File: config.mk
export PLATFORM = sky130hd
export DESIGN_NAME = array_ctrl_top
export DESIGN_NICKNAME = d
export VERILOG_FILES = /design/src/logic/array_pkg.sv /design/src/logic/array_ctrl_top.sv /design/src/logic/cmd_sequencer.sv /design/src/logic/block_walker.sv /design/src/logic/sd_transfer.sv /design/src/logic/host_session.sv
export SDC_FILE = /design/constraint.sdc
export NUM_CORES = 1
export LEC_CHECK = 0
export CAP_MARGIN = 25
export CORE_MARGIN = 2
export CORE_UTILIZATION = 55
export CTS_BUF_LIST = sky130_fd_sc_hd__clkbuf_16
export DETAILED_ROUTE_END_ITERATION = 10
export DONT_BUFFER_PORTS = 1
export HOLD_SLACK_MARGIN = 0.03
export PLACE_DENSITY = 0.75
export SYNTH_ARGS = -nofsm -noshare
export SYNTH_HDL_FRONTEND = slang
export SYNTH_HIERARCHICAL = 1
export SYNTH_SLANG_ARGS = --single-unit
File: constraint.sdc
create_clock -name clk -period 3.45 [get_ports clk]
set_input_delay 0.345 -clock clk [delete_from_list [all_inputs] [get_ports clk]]
set_output_delay 0.345 -clock clk [all_outputs]
set_load 0.02 [all_outputs]
File: src/logic/array_pkg.sv
package array_pkg;

	// block geometry
	localparam int BLOCK_WORDS = 128;
	localparam int WORD_IDX_W = 7;	// log2 of BLOCK_WORDS
	localparam int BLOCK_NO_W = 32;
	localparam int SD_ERR_W = 6;

	localparam int CLEAR_BLOCKS = 8;	// blocks zeroed by clear all
	localparam int SWEEP_W = $clog2(CLEAR_BLOCKS);

	// host op codes
	localparam logic [2:0] OP_ACCESS = 3'd0;
	localparam logic [2:0] OP_CLEAR_ALL = 3'd1;

	// cache port modes
	localparam logic [2:0] CACHE_IDLE = 3'b000;
	localparam logic [2:0] CACHE_WRITE = 3'b010;
	localparam logic [2:0] CACHE_READ = 3'b011;
	localparam logic [2:0] CACHE_ZERO = 3'b111;	// wipe whole cache

	// cache write data source
	localparam logic [1:0] SEL_ZERO = 2'd0;
	localparam logic [1:0] SEL_HOST = 2'd1;
	localparam logic [1:0] SEL_SD = 2'd2;

	// status kinds in the low bits of the status word
	localparam logic [2:0] ST_SD_ERROR = 3'b000;
	localparam logic [2:0] ST_WRONG_OP = 3'b100;
	localparam logic [2:0] ST_READY = 3'b001;

	// sequencer state codes
	localparam logic [2:0] SEQ_IDLE = 3'd0;
	localparam logic [2:0] SEQ_DECODE = 3'd1;
	localparam logic [2:0] SEQ_FETCH = 3'd2;
	localparam logic [2:0] SEQ_SESSION = 3'd3;
	localparam logic [2:0] SEQ_SWEEP_INIT = 3'd4;
	localparam logic [2:0] SEQ_SWEEP_CHECK = 3'd5;
	localparam logic [2:0] SEQ_SWEEP_XFER = 3'd6;

	// host sees raw, the sequencer fills in the fields
	typedef union packed {
		logic [SD_ERR_W+2:0] raw;
		struct packed {
			logic [SD_ERR_W-1:0] sd_err;
			logic [2:0] kind;
		} f;
	} status_t;

endpackage
File: src/logic/array_ctrl_top.sv
`timescale 1ns/1ps

module array_ctrl_top (
	input  logic clk,
	input  logic n_rst,

	// host command side
	input  logic ahb_ready,
	input  logic [2:0] op_code,
	input  logic [array_pkg::BLOCK_NO_W-1:0] ahb_block_no,
	input  logic mode,	// 1 = read
	input  logic [array_pkg::WORD_IDX_W-1:0] ahb_length,
	input  logic [array_pkg::WORD_IDX_W-1:0] ahb_offset,
	input  logic ahb_start,
	output logic ahb_done,
	output logic [array_pkg::SD_ERR_W+2:0] status,

	// cache side
	output logic [2:0] cache_mode,
	output logic [array_pkg::BLOCK_NO_W-1:0] cache_block_no,
	output logic [array_pkg::WORD_IDX_W-1:0] cache_offset,
	output logic [1:0] cache_in_select,
	input  logic exists,

	// sd side
	output logic sd_start,
	output logic sd_mode,	// 1 = write
	output logic [array_pkg::BLOCK_NO_W-1:0] sd_block_no,
	output logic sd_read_enable,
	output logic sd_write_enable,
	input  logic sd_ready,
	input  logic [array_pkg::SD_ERR_W-1:0] sd_error
);

	array_pkg::status_t status_word;

	logic session_start;
	logic session_over;
	logic [array_pkg::WORD_IDX_W-1:0] host_offset;
	logic [2:0] host_mode;

	logic xfer_start;
	logic xfer_write;
	logic xfer_done;
	logic xfer_error;
	logic [array_pkg::WORD_IDX_W-1:0] word_idx;

	logic sweep_clear;
	logic sweep_step;
	logic sweep_active;
	logic sweep_over;
	logic [array_pkg::BLOCK_NO_W-1:0] sweep_block_no;

	assign status = status_word.raw;

	// clear all addresses the sd by sweep count, everything else by host block
	assign sd_block_no = sweep_active ? sweep_block_no : ahb_block_no;

	cmd_sequencer seq0 (
		.clk(clk), .n_rst(n_rst),
		.ahb_ready(ahb_ready), .op_code(op_code), .ahb_block_no(ahb_block_no),
		.exists(exists), .session_over(session_over),
		.host_offset(host_offset), .host_mode(host_mode),
		.xfer_done(xfer_done), .xfer_error(xfer_error), .sd_error(sd_error),
		.word_idx(word_idx), .sweep_over(sweep_over),
		.status(status_word),
		.cache_mode(cache_mode), .cache_block_no(cache_block_no),
		.cache_offset(cache_offset), .cache_in_select(cache_in_select),
		.session_start(session_start), .xfer_start(xfer_start), .xfer_write(xfer_write),
		.sweep_clear(sweep_clear), .sweep_step(sweep_step), .sweep_active(sweep_active)
	);

	host_session host0 (
		.clk(clk), .n_rst(n_rst),
		.session_start(session_start), .ahb_start(ahb_start), .mode(mode),
		.ahb_length(ahb_length), .ahb_offset(ahb_offset),
		.ahb_done(ahb_done), .host_offset(host_offset), .host_mode(host_mode),
		.session_over(session_over)
	);

	sd_transfer sd0 (
		.clk(clk), .n_rst(n_rst),
		.xfer_start(xfer_start), .xfer_write(xfer_write),
		.sd_ready(sd_ready), .sd_error(sd_error),
		.sd_start(sd_start), .sd_mode(sd_mode),
		.sd_read_enable(sd_read_enable), .sd_write_enable(sd_write_enable),
		.word_idx(word_idx), .xfer_done(xfer_done), .xfer_error(xfer_error)
	);

	block_walker walk0 (
		.clk(clk), .n_rst(n_rst),
		.sweep_clear(sweep_clear), .sweep_step(sweep_step),
		.sweep_block_no(sweep_block_no), .sweep_over(sweep_over)
	);

endmodule

File: src/logic/cmd_sequencer.sv
`timescale 1ns/1ps

module cmd_sequencer (
	input  logic clk,
	input  logic n_rst,
	input  logic ahb_ready,
	input  logic [2:0] op_code,
	input  logic [array_pkg::BLOCK_NO_W-1:0] ahb_block_no,
	input  logic exists,
	input  logic session_over,
	input  logic [array_pkg::WORD_IDX_W-1:0] host_offset,
	input  logic [2:0] host_mode,
	input  logic xfer_done,
	input  logic xfer_error,
	input  logic [array_pkg::SD_ERR_W-1:0] sd_error,
	input  logic [array_pkg::WORD_IDX_W-1:0] word_idx,
	input  logic sweep_over,
	output array_pkg::status_t status,
	output logic [2:0] cache_mode,
	output logic [array_pkg::BLOCK_NO_W-1:0] cache_block_no,
	output logic [array_pkg::WORD_IDX_W-1:0] cache_offset,
	output logic [1:0] cache_in_select,
	output logic session_start,
	output logic xfer_start,
	output logic xfer_write,
	output logic sweep_clear,
	output logic sweep_step,
	output logic sweep_active
);

	logic [2:0] state;
	logic [2:0] state_next;
	array_pkg::status_t status_next;

	always_ff @(posedge clk, negedge n_rst) begin
		if (!n_rst) begin
			state <= array_pkg::SEQ_IDLE;
			status <= '0;
		end else begin
			state <= state_next;
			status <= status_next;
		end
	end

	always_comb begin
		state_next = state;
		status_next = status;	// held so an error survives in idle
		cache_mode = array_pkg::CACHE_IDLE;
		cache_block_no = '0;
		cache_offset = '0;
		cache_in_select = array_pkg::SEL_ZERO;	// also the zero data of the sweep
		session_start = 1'b0;
		xfer_start = 1'b0;
		xfer_write = 1'b0;
		sweep_clear = 1'b0;
		sweep_step = 1'b0;
		sweep_active = 1'b0;

		case (state)
		array_pkg::SEQ_IDLE: begin
			if (ahb_ready) begin
				status_next.raw = '0;	// new command drops old status
				state_next = array_pkg::SEQ_DECODE;
			end
		end

		// op decode and tag lookup in the same cycle
		array_pkg::SEQ_DECODE: begin
			cache_block_no = ahb_block_no;
			if (op_code == array_pkg::OP_ACCESS) begin
				if (exists) begin
					session_start = 1'b1;
					status_next.f.sd_err = '0;
					status_next.f.kind = array_pkg::ST_READY;
					state_next = array_pkg::SEQ_SESSION;
				end else begin
					xfer_start = 1'b1;	// miss fetches the block from sd
					state_next = array_pkg::SEQ_FETCH;
				end
			end else if (op_code == array_pkg::OP_CLEAR_ALL) begin
				state_next = array_pkg::SEQ_SWEEP_INIT;
			end else begin
				status_next.f.sd_err = '0;
				status_next.f.kind = array_pkg::ST_WRONG_OP;
				state_next = array_pkg::SEQ_IDLE;
			end
		end

		// miss fill overwrites the cache line word by word
		array_pkg::SEQ_FETCH: begin
			cache_block_no = ahb_block_no;
			cache_mode = array_pkg::CACHE_WRITE;
			cache_in_select = array_pkg::SEL_SD;
			cache_offset = word_idx;
			if (xfer_error) begin
				status_next.f.sd_err = sd_error;
				status_next.f.kind = array_pkg::ST_SD_ERROR;
				state_next = array_pkg::SEQ_IDLE;
			end else if (xfer_done) begin
				session_start = 1'b1;
				status_next.f.sd_err = '0;
				status_next.f.kind = array_pkg::ST_READY;
				state_next = array_pkg::SEQ_SESSION;
			end
		end

		array_pkg::SEQ_SESSION: begin
			cache_block_no = ahb_block_no;
			cache_mode = host_mode;	// idle between words
			cache_offset = host_offset;
			cache_in_select = array_pkg::SEL_HOST;
			if (session_over) begin
				status_next.raw = '0;
				state_next = array_pkg::SEQ_IDLE;
			end
		end

		array_pkg::SEQ_SWEEP_INIT: begin
			sweep_active = 1'b1;
			sweep_clear = 1'b1;
			cache_mode = array_pkg::CACHE_ZERO;
			state_next = array_pkg::SEQ_SWEEP_CHECK;
		end

		array_pkg::SEQ_SWEEP_CHECK: begin
			sweep_active = 1'b1;
			if (sweep_over) begin
				state_next = array_pkg::SEQ_IDLE;
			end else begin
				xfer_start = 1'b1;
				xfer_write = 1'b1;
				state_next = array_pkg::SEQ_SWEEP_XFER;
			end
		end

		array_pkg::SEQ_SWEEP_XFER: begin
			sweep_active = 1'b1;
			if (xfer_error) begin
				status_next.f.sd_err = sd_error;
				status_next.f.kind = array_pkg::ST_SD_ERROR;
				state_next = array_pkg::SEQ_IDLE;
			end else if (xfer_done) begin
				sweep_step = 1'b1;
				state_next = array_pkg::SEQ_SWEEP_CHECK;
			end
		end

		default: begin
			state_next = array_pkg::SEQ_IDLE;
		end
		endcase
	end

endmodule

File: src/logic/block_walker.sv
`timescale 1ns/1ps

module block_walker (
	input  logic clk,
	input  logic n_rst,
	input  logic sweep_clear,
	input  logic sweep_step,
	output logic [array_pkg::BLOCK_NO_W-1:0] sweep_block_no,
	output logic sweep_over
);

	logic [array_pkg::SWEEP_W-1:0] blk;

	assign sweep_block_no = {{(array_pkg::BLOCK_NO_W - array_pkg::SWEEP_W){1'b0}}, blk};

	always_ff @(posedge clk, negedge n_rst) begin
		if (!n_rst) begin
			blk <= '0;
			sweep_over <= 1'b0;
		end else if (sweep_clear) begin
			blk <= '0;
			sweep_over <= 1'b0;
		end else if (sweep_step) begin
			// last block written, roll over and flag the end
			if (blk == array_pkg::SWEEP_W'(array_pkg::CLEAR_BLOCKS - 1)) begin
				blk <= '0;
				sweep_over <= 1'b1;
			end else begin
				blk <= blk + 1'b1;
			end
		end
	end

endmodule

File: src/logic/sd_transfer.sv
`timescale 1ns/1ps

module sd_transfer (
	input  logic clk,
	input  logic n_rst,
	input  logic xfer_start,
	input  logic xfer_write,
	input  logic sd_ready,
	input  logic [array_pkg::SD_ERR_W-1:0] sd_error,
	output logic sd_start,
	output logic sd_mode,
	output logic sd_read_enable,
	output logic sd_write_enable,
	output logic [array_pkg::WORD_IDX_W-1:0] word_idx,
	output logic xfer_done,
	output logic xfer_error
);

	logic starting;	// waiting for the card to accept
	logic moving;
	logic write_r;
	logic last_word;

	assign sd_start = starting;
	assign sd_mode = write_r;

	// one word per sd_ready cycle
	assign sd_read_enable = moving && sd_ready && !write_r;
	assign sd_write_enable = moving && sd_ready && write_r;

	assign last_word = word_idx == array_pkg::WORD_IDX_W'(array_pkg::BLOCK_WORDS - 1);
	assign xfer_done = moving && sd_ready && last_word;
	assign xfer_error = starting && !sd_ready && (sd_error != '0);

	always_ff @(posedge clk, negedge n_rst) begin
		if (!n_rst) begin
			starting <= 1'b0;
			moving <= 1'b0;
			write_r <= 1'b0;
			word_idx <= '0;
		end else begin
			if (xfer_start) begin
				starting <= 1'b1;
				write_r <= xfer_write;
			end else if (starting && (sd_ready || sd_error != '0)) begin
				starting <= 1'b0;
			end

			if (starting && sd_ready) begin
				moving <= 1'b1;
				word_idx <= '0;
			end else if (moving && sd_ready) begin
				word_idx <= word_idx + 1'b1;	// wraps to 0 after the last word
				if (last_word)
					moving <= 1'b0;
			end
		end
	end

endmodule

File: src/logic/host_session.sv
`timescale 1ns/1ps

module host_session (
	input  logic clk,
	input  logic n_rst,
	input  logic session_start,
	input  logic ahb_start,
	input  logic mode,	// 1 = read
	input  logic [array_pkg::WORD_IDX_W-1:0] ahb_length,
	input  logic [array_pkg::WORD_IDX_W-1:0] ahb_offset,
	output logic ahb_done,
	output logic [array_pkg::WORD_IDX_W-1:0] host_offset,
	output logic [2:0] host_mode,
	output logic session_over
);

	logic active;
	logic [array_pkg::WORD_IDX_W:0] served;	// one wider, length+1 reaches 128

	// burst is ahb_length+1 words
	assign session_over = active && !ahb_done &&
		(served == {1'b0, ahb_length} + 1'b1);

	assign host_offset = ahb_offset + served[array_pkg::WORD_IDX_W-1:0];

	// cache access happens in the done cycle only
	always_comb begin
		if (!ahb_done)
			host_mode = array_pkg::CACHE_IDLE;
		else if (mode)
			host_mode = array_pkg::CACHE_READ;
		else
			host_mode = array_pkg::CACHE_WRITE;
	end

	always_ff @(posedge clk, negedge n_rst) begin
		if (!n_rst) begin
			active <= 1'b0;
			served <= '0;
			ahb_done <= 1'b0;
		end else begin
			// start in the done cycle is dropped
			ahb_done <= active && ahb_start && !ahb_done && !session_over;

			if (session_start)
				active <= 1'b1;
			else if (session_over)
				active <= 1'b0;

			if (session_start)
				served <= '0;
			else if (ahb_done)
				served <= served + 1'b1;
		end
	end

endmodule

# Yosys cells after proc, flatten, opt, wreduce, memory -nomap -nowiden
# Index checks and enable logic that the tools add are counted.
# Widths: inputs -> output; s select.
[word_totals]
regBits = 36
in_bits = 62
out_inout_bits = 90
wordCells = 125
[op_classes]
n_addsub = 5
n_eq_ne = 17
muxes = 57
reduce_logical = 35
[ops]
columns = ["cell", "n"]
rows = [
  ["$mux 9", 8],
  ["$mux 32", 2],
  ["$pmux 9 s5", 1],
  ["$mux 3", 12],
  ["$mux 1", 23],
  ["$pmux 3 s7", 1],
  ["$mux 8", 2],
  ["$mux 7", 2],
  ["$pmux 7 s2", 1],
  ["$reduce_bool 2->1", 7],
  ["$logic_and 1x1->1", 13],
  ["$eq 3x3->1 const B", 4],
  ["$pmux 3 s3", 1],
  ["$add 7x1->8 const B", 1],
  ["$add 8x1->8 const B", 1],
  ["$eq 8x8->1", 1],
  ["$add 7x1->7 const B", 1],
  ["$add 7x7->7", 1],
  ["$eq 7x7->1 const B", 1],
  ["$reduce_and 7->1", 1],
  ["$eq 3x1->1 const B", 2],
  ["$eq 3x2->1 const B", 2],
  ["$logic_not 3->1", 2],
  ["$ne 3x1->1 const B", 2],
  ["other kinds (15)", 22],
]

# Logic depth before layout (Yosys ltp)
# Gate-level depths: netlist of run 1.
[logic_depth]
depth_word = 7
depth_mapped = 12
ltp_nobuf = 10

# Cells and area by module
# Netlist of run 1, hierarchy kept.
[by_module_without_submodules]
columns = ["module", "n_inst", "cells_each", "area_per_inst_um2", "seq_area_each_um2"]
rows = [
  ["cmd_sequencer", 1, 125, 999.7, 275.3],
  ["host_session", 1, 109, 952.2, 250.2],
  ["array_ctrl_top", 1, 36, 544.3, 0.0],
  ["sd_transfer", 1, 52, 498.0, 250.2],
  ["block_walker", 1, 45, 406.6, 100.1],
]

# Worst setup path after synthesis of run 1
# OpenSTA, ideal clock, no wires.
[synth_timing]
path_type = "in2reg"
startpoint = "input ahb_length[0] (netlist name)"
endpoint = "register seq0/status[2] (netlist name)"
setup_time_ns = 0.125
arrival_time_ns = 2.339
required_ns = 3.325
setup_slack_ns = 0.986
stages = 12
path_buffers = 2
cell_sequence = "ha_1 -> buf_2 -> a21oi_1 -> o211ai_1 -> o31ai_1 -> o21ai_1 -> a221oi_2 -> inv_1 -> a211oi_1 -> o221a_1 -> buf_6 -> mux2_4"
[synth_between]
elab_chain_len = 5
[synth_rtl]
columns = ["element", "line_no", "text"]
rows = [
  ["start: declaration", "array_ctrl_top.sv:12", "input logic [array_pkg::WORD_IDX_W-1:0] ahb_length,"],
  ["$add 7x1->8", "host_session.sv:22", "(served == {1'b0, ahb_length} + 1'b1);"],
  ["$eq 8x8->1", "host_session.sv:22", ""],
  ["$logic_and 1x1->1", "host_session.sv:21", "assign session_over = active && !ahb_done &&"],
  ["via session_over", "array_ctrl_top.sv:38", "logic session_over;"],
  ["$ne 2x1->1 (no source line)", "n/a", ""],
  ["$reduce_and 7->1 (no source line)", "n/a", ""],
  ["end signal: assignment", "cmd_sequencer.sv:41", "status <= status_next;"],
  ["end: declaration", "cmd_sequencer.sv:18", "output array_pkg::status_t status,"],
]
# The timed path passes the listed nets, and every way through them passes these cells.
# A chain may end at the register's enable or synchronous reset.

# Worst setup path after layout of run 1
[layout_timing]
startpoint = "register host0/served[0] (netlist name)"
endpoint = "output cache_offset[6] (netlist name)"
[layout_between]
elab_chain_len = 2
[layout_rtl]
columns = ["element", "line_no", "text"]
rows = [
  ["start: declaration", "host_session.sv:18", "logic [array_pkg::WORD_IDX_W:0] served;"],
  ["start signal: assignment", "host_session.sv:53", "served <= served + 1'b1;"],
  ["$add 7x7->7", "host_session.sv:24", "assign host_offset = ahb_offset + served[array_pkg::WORD_IDX_W-1:0];"],
  ["via host_offset (one bit)", "array_ctrl_top.sv:39", "logic [array_pkg::WORD_IDX_W-1:0] host_offset;"],
  ["$pmux 7 s2", "cmd_sequencer.sv:59", "case (state)"],
  ["end: declaration", "array_ctrl_top.sv:21", "output logic [array_pkg::WORD_IDX_W-1:0] cache_offset,"],
]
# The timed path passes the listed nets, and every way through them passes these cells.

==> run metrics, run 1 <==
run status=finished, final reports clean; PD cells=850 nW/µm²; Pleak=0.00155 µW; Worst-path clk slew=0.06 ns; startpoint type of the worst setup path=flip-flop; vias in the first global route=2315; Max-Cap Viols=0; Initial DRT Pass Iterations=4; Syn Area/Cell=9.27 µm²; Final WS setup=0.550 ns; GPL Wtd Cong=0.901; CTS tree=done; antenna diode count=0; RSZ-0062 raised after global routing=no; Layout area overhead=1.21%; Max VDD drop=0.578 mV; DP Worst Slack=0.593 ns; setup_tns=0 ns; Ports=152; clk buf depth=2; H-tree depth=2; Slew Viols, Final=0; design area=3440 µm²; DR WL/cell=16.7 µm; clk root buf=clkbuf_16; cts bufs inserted=5; FFs w/ async S/R, synth=1.00; CTS sink count=35; Via-to-Cell Ratio=5.75; initial antenna violation count=0; Skew-Pair Late Insertion Delay=0.28 ns; Setup CP Type=reg2out; share of layout cells above drive strength 1=0.152; FP Rows=28; post-detailed-route count of antenna-violating nets=0; Die Ht=82.6 µm; worst hold margin=0.199 ns; Final min period=2.90 ns; maximum fanout along the worst path=5; IO buf count=0; Die ar.=6830 µm²; initial core utilization=0.571; relative slew slack=0.423; first-pass GRT wire length=10900 µm; dpl cell area=3270 µm²; total congestion overflow=0; Sequential Area=876 µm²; Post-synth EDFFs=0; CP endpoint kind=output pin; endpoints failing hold=0; Syn Inst Count=367; Setup Skew=0.00633 ns; Die X=82.6 µm; ys flop type=dfrtp_1; total number of vias=2508; synth warn=6; DRT Wirelength=7280 µm; Unique masters post-synth=58; HP Class=in2reg; drt first-iter violations=104; post-DP HPWL=5640 µm; fin nets=434; multi-input logic area=2210 µm²; sequential element share of the synthesized area=0.258; achievable clock frequency=0.345 GHz; crit path DAT=2.55 ns; Remaining DRCs=0; Core Area=5960 µm²; largest net degree at the start of global routing=36; Least-Margin Pin Slew=0.862 ns; CP required=3.11 ns; Setup Viol. Count Final=0; Final Cycle Share=0.841; Synth Register Bits=35; All-Layer GR Usage=0.209; fillers=552; synthesized area=3400 µm²
metrics by stage:
| step | std cells | util | power [µW] |
|---|---|---|---|
| 2_1_floorplan | 395 | - | 2330 |
| 3_3_place_gp | 426 | 0.549 | 2450 |
| 3_5_place_dp | 426 | 0.549 | 2480 |
| 4_1_cts | 436 | 0.578 | 2940 |
| 5_1_grt | 436 | 0.578 | 3160 |
| 6_report | 436 | 0.578 | 2930 |
cell usage after synthesis, types with 3 or more instances:
library cell | instances | share of area
and2_1 | 36 | 0.066
dfrtp_1 | 35 | 0.26
buf_4 | 32 | 0.071
mux2_4 | 31 | 0.14
nor2_1 | 27 | 0.030
inv_1 | 19 | 0.021
nand2_1 | 16 | 0.018
a21oi_1 | 15 | 0.022
o21ai_0 | 12 | 0.018
ha_1 | 11 | 0.040
xnor2_1 | 11 | 0.028
mux2i_1 | 9 | 0.026
xor2_1 | 9 | 0.023
a22o_1 | 8 | 0.021
clkbuf_1 | 8 | 0.0088
a21o_1 | 5 | 0.011
nand3_1 | 5 | 0.0074
nand4_1 | 5 | 0.0092
and3_1 | 4 | 0.0074
mux2_2 | 4 | 0.013
nand2b_1 | 4 | 0.0074
nor2b_1 | 4 | 0.0074
o21bai_1 | 4 | 0.0088
or3_1 | 4 | 0.0074
buf_12 | 3 | 0.018
conb_1 | 3 | 0.0033
nor4_1 | 3 | 0.0055
sequential cells by signal, summed over array words and instances (netlist names):
signal and flops:
walk0/blk 3, seq0/status 8, sd0/sd_mode 1, sd0/moving 1, sd0/word_idx 7, host0/active 1, host0/served 8, walk0/sweep_over 1
sd0/sd_start 1, seq0/state 3, host0/ahb_done 1
cell usage in the layout, fill, tap and decap left out, drive strengths merged, types with 12 or more instances in the layout:
cell / n
and2: 36
dfrtp: 35
mux2: 35
conb: 31
nor2: 27
inv: 20
nand2: 16
a21oi: 16
o21ai: 13
xnor2: 12
worst max-delay path: stages, from the launching register on:
cell	delay [ns]
dfrtp_1	0.50
ha_1	0.23
inv_1	0.06
fa_1	0.39
nor2b_1	0.12
o21ai_0	0.11
a21oi_1	0.23
o21a_1	0.14
nor2_1	0.05
xnor2_1	0.14
a22o_1	0.30
path summary, 6_finish.rpt:
check,start,endpoint,slack (ns),depth (start not counted)
hold / removal,sd_error[4],seq0/status[7],0.20,2
max in group asynchronous,n_rst,host0/served[5],2.74,2
setup / recovery,host0/served[0],cache_offset[6],0.55,10
min in group asynchronous,n_rst,host0/served[6],0.52,2
setup reg to reg,host0/served[6],seq0/status[2],0.62,9
hold reg to reg,walk0/sweep_over,walk0/sweep_over,0.54,2
cell type report:
type | instances | share of cell area
clock buffers | 5 | 0.0364
clock inverters | 3 | 0.00473
inverters | 19 | 0.0207
multi-input cells | 294 | 0.641
flip-flops and latches | 35 | 0.254
well taps | 75 | 0.0273
repair buffers | 5 | 0.0153
kinds of logic (layout without fill, tap and decap cells):
logic type / Yosys count / count (layout) / share of synthesized area
AOI/OAI and AO/OA: 64 / 64 / 0.129
xor gates and xnor gates: 21 / 21 / 0.0563
adders and majority gates: 12 / 12 / 0.0464
buffers and inverters: 66 / 32 / 0.128
DFF: 35 / 35 / 0.258
muxes: 44 / 44 / 0.177
other: 3 / 31 / 0.00331
and+or+nand+nor: 122 / 122 / 0.203
per-layer routing:
layer  track usage  vias up  share of wire
met5             0        -              0
met2         0.338       91           0.50
met3        0.0565       11          0.067
met1         0.268     1212           0.41
met4        0.0721        0          0.015
li1              -     1194              -
power by group:
group	leakage [µW]	internal, µW	switching, µW	total (µW)
clock	0.0000710	263	167	430
sequential	0.000453	536	249	785
combinational	0.00102	664	1050	1710
total	0.00155	1460	1460	2930
timing repair:
action,CTS,global route
setup endpoints to repair,0,0
hold buffers,2,0
resized for setup,0,0
setup buffers,0,0
endpoints found under the hold margin,35,0
No activity file was read; power rests on OpenSTA's default activity.
==> run 2, diff against run 1 <==
- ABC_AREA: not set -> 1
- PLACE_DENSITY: 0.75 -> 0.78
- clock period: 3.45 -> 2.5 ns (I/O delays scaled with it)
==> run metrics, run 2 <==
Skew-Pair Late Insertion Delay=0.28 ns (about the same); crit-path most repeated cell=nor2_1; Die X=85 µm (was 82.6 µm); DP Worst Slack=0.273 ns (was 0.593 ns); Critical Path Max Stage Delay=0.39 ns (was 0.50 ns); CTS tree=done (unchanged); first-pass GRT wire length=12500 µm (was 10900 µm); ys flop type=dfrtp_1 (unchanged); reg2reg end=host0/served[7] (was seq0/status[2]); critical path's slowest cell=dfrtp_1 (unchanged); startpoint type of the worst setup path=flip-flop (unchanged); Final min period=2.32 ns; CP Cell Sequence=ha_1 -> inv_1 -> fa_2 -> o21ai_2 -> a21oi_1 -> nor2_1 -> nor2_1 -> xor2_1 -> a22o_2 (was ha_1 -> inv_1 -> fa_1 -> nor2b_1 -> o21ai_0 -> a21oi_1 -> o21a_1 -> nor2_1 -> xnor2_1 -> a22o_1); achievable clock frequency=0.432 GHz; Ports=152 (unchanged); GPL Wtd Cong=0.865 (was 0.901); largest net degree at the start of global routing=36 (unchanged); fin nets=647 (was 434); RSZ-0062 raised after global routing=no (unchanged); Post-synth EDFFs=0 (unchanged); CTS sink count=35 (unchanged); cell taking the most area after synthesis=dfrtp_1 (unchanged); Core Area=6350 µm² (was 5960 µm²); crit path DAT=2.07 ns (was 2.55 ns); Initial DRT Pass Iterations=4 (unchanged); Final WS setup=0.183 ns (was 0.550 ns); fillers=593 (was 552); PD cells=1050 nW/µm² (was 850 nW/µm²); relative slew slack=0.632 (was 0.423); post-DP HPWL=6150 µm (was 5640 µm); FFs w/ async S/R, synth=1.00 (unchanged); CP required=2.25 ns (was 3.11 ns); most frequent cells in the layout=200 x nand2_1, 85 x inv_1, 67 x nor2_1 (was 36 x and2_1, 35 x dfrtp_1, 31 x mux2_4, 31 x conb_1, 27 x nor2_1); Layout area overhead=1.73% (was 1.21%); Synth Register Bits=35 (unchanged); top post-synthesis cells by count=200 x nand2_1, 84 x inv_1, 67 x nor2_1, 35 x dfrtp_1, 32 x buf_4 (was 36 x and2_1, 35 x dfrtp_1, 32 x buf_4, 31 x mux2_4, 27 x nor2_1); worst r2r src=sd0/word_idx[1] (was host0/served[6]); DR WL/cell=11.9 µm (was 16.7 µm); HP Class=in2reg (unchanged); most common cell after layout, fill and taps aside=nand2_1 (was and2_1); Setup Viol. Count Final=0 (unchanged); All-Layer GR Usage=0.208 (was 0.209); CP endpoint kind=output pin (unchanged); hold endpoint=host0/ahb_done (was seq0/status[7]); hold depth=2 (unchanged); clk root buf=clkbuf_16 (unchanged); Setup CP Type=reg2out (unchanged); Hold Startpoint=ahb_start (was sd_error[4]); Die ar.=7230 µm² (was 6830 µm²); run status=finished, final reports clean (unchanged); Pleak=0.00221 µW (was 0.00155 µW); top-count cell post-synth=nand2_1 (was and2_1); share of layout cells above drive strength 1=0.117 (was 0.152); Setup Skew=0.00306 ns (was 0.00633 ns); Unique masters post-synth=41 (was 58); drt first-iter violations=154 (was 104); sequential element share of the synthesized area=0.243 (was 0.258); total congestion overflow=0 (unchanged); initial core utilization=0.568 (was 0.571); Register-to-Register Path Depth=13 (was 9); setup_tns=0 ns (unchanged); area share of the largest cell type after synthesis=0.243 (was 0.258); Die Ht=85 µm (was 82.6 µm); Remaining DRCs=0 (unchanged); vias in the first global route=2904 (was 2315); Final Cycle Share=0.927; synth warn=6 (unchanged); Max-Cap Viols=0 (unchanged); Via-to-Cell Ratio=5.05 (was 5.75); Syn Area/Cell=6.28 µm² (was 9.27 µm²); Worst-path clk slew=0.05 ns (was 0.06 ns); Syn Inst Count=575 (was 367); Max VDD drop=0.604 mV (was 0.578 mV); total number of vias=3287 (was 2508); initial antenna violation count=0 (unchanged); H-tree depth=2 (unchanged); DRT Wirelength=7750 µm (was 7280 µm); maximum fanout along the worst path=4 (was 5); FP Rows=29 (was 28); IO buf count=0 (unchanged); largest cells by area after synthesis=dfrtp_1 24%, nand2_1 21%, inv_1 8.7% (was dfrtp_1 26%, mux2_4 14%, buf_4 7.1%); endpoints failing hold=0 (unchanged); post-detailed-route count of antenna-violating nets=0 (unchanged); Slew Viols, Final=0 (unchanged); Least-Margin Pin Slew=0.552 ns (was 0.862 ns); synthesized area=3610 µm² (was 3400 µm²); r2r setup slk=0.22 ns (was 0.62 ns); Top Registers=host0/served (8), seq0/status (8), sd0/word_idx (7) (unchanged); antenna diode count=0 (unchanged); clk buf depth=2 (unchanged); cts bufs inserted=5 (unchanged)
-- run 2: cell count changes in the layout (fill, tap and decap cells not counted), moves of 9 or more --
cell / before / now
and2_1: 36 / 0
xnor2_1: 11 / 2
mux2_4: 31 / 0
nand3_1: 5 / 22
nor2_1: 27 / 67
inv_2: 0 / 11
mux2i_1: 9 / 0
nor2_2: 0 / 10
inv_1: 20 / 85
nand2_1: 16 / 200
nand2_2: 0 / 11
-- run 2: worst max-delay path by stage --
stage,cells after the start,end,from
after floorplan,9,cache_offset[6],host0/served[0]
after global placement,12,host0/served[4],sd0/word_idx[0]
after detailed placement,13,host0/served[7],sd0/word_idx[1]
after CTS,9,cache_offset[6],host0/served[0]
after global routing,17,seq0/status[0],host0/served[0]
final,9,cache_offset[6],host0/served[0]
-- run 2: layout make-up --
| cell class | instances | area (µm²) | share of cell area |
|---|---|---|---|
| Clock buffer | 5 | 125 | 0.0341 |
| Clock inverter | 3 | 11.3 | 0.00307 |
| Inverter | 97 | 372 | 0.101 |
| Multi-Input combinational cell | 427 | 2120 | 0.578 |
| Sequential cell | 35 | 876 | 0.239 |
| Tap cell | 77 | 96.3 | 0.0262 |
| Timing Repair Buffer | 7 | 67.6 | 0.0184 |
-- run 2: power by group --
| group | switching [µW] | total (µW) | internal, µW |
|---|---|---|---|
| Clock | 218 | 576 | 358 |
| Sequential | 256 | 995 | 739 |
| Combinational | 1690 | 2290 | 596 |
-- run 2: routing by layer --
layer / vias to the layer above / GRT usage / wire length [µm]
met5: - / 0 / 0
met4: 0 / 0.0577 / 137
li1: 1675 / - / -
met2: 138 / 0.368 / 3810
met3: 15 / 0.0525 / 619
met1: 1459 / 0.249 / 3180
-- run 2: per-stage QoR --
stage          cells  instance area [µm²]  hold WS [ns]  power, µW   util
2_1_floorplan    603                 3710       -0.0456       3030      -
3_3_place_gp     640                 3480       -0.0448       3170  0.548
3_5_place_dp     640                 3480       -0.0450       3220  0.548
4_1_cts          650                 3640         0.119       3830  0.574
5_1_grt          651                 3670         0.127       4160  0.578
6_report         651                 3670         0.119       3860  0.578
-- run 2: critical path, delay by kind of cell (launching register included) --
| family | cells | cell delay, ns |
|---|---|---|
| DFF | 1 | 0.39 |
| buffers and inverters | 1 | 0.05 |
| xor gates and xnor gates | 1 | 0.13 |
| adders and majority gates | 2 | 0.54 |
| AOI/OAI and AO/OA | 3 | 0.53 |
| and+or+nand+nor | 2 | 0.14 |
-- run 2: what timing repair did --
action                                  CTS  global route
setup buffers                             0             1
gates resized for setup                   0             4
endpoints found under the setup margin    0             2
endpoints found under the hold margin    35             0
hold buffers                              2             0
-- run 2: cell families after synthesis --
family	after synthesis	share of synthesized area
fa+ha+maj	12	0.0437
xor+xnor	7	0.0170
buf+inv	141	0.205
compound gates	35	0.0642
simple gates	342	0.425
flops	35	0.243
other cells	3	0.00312
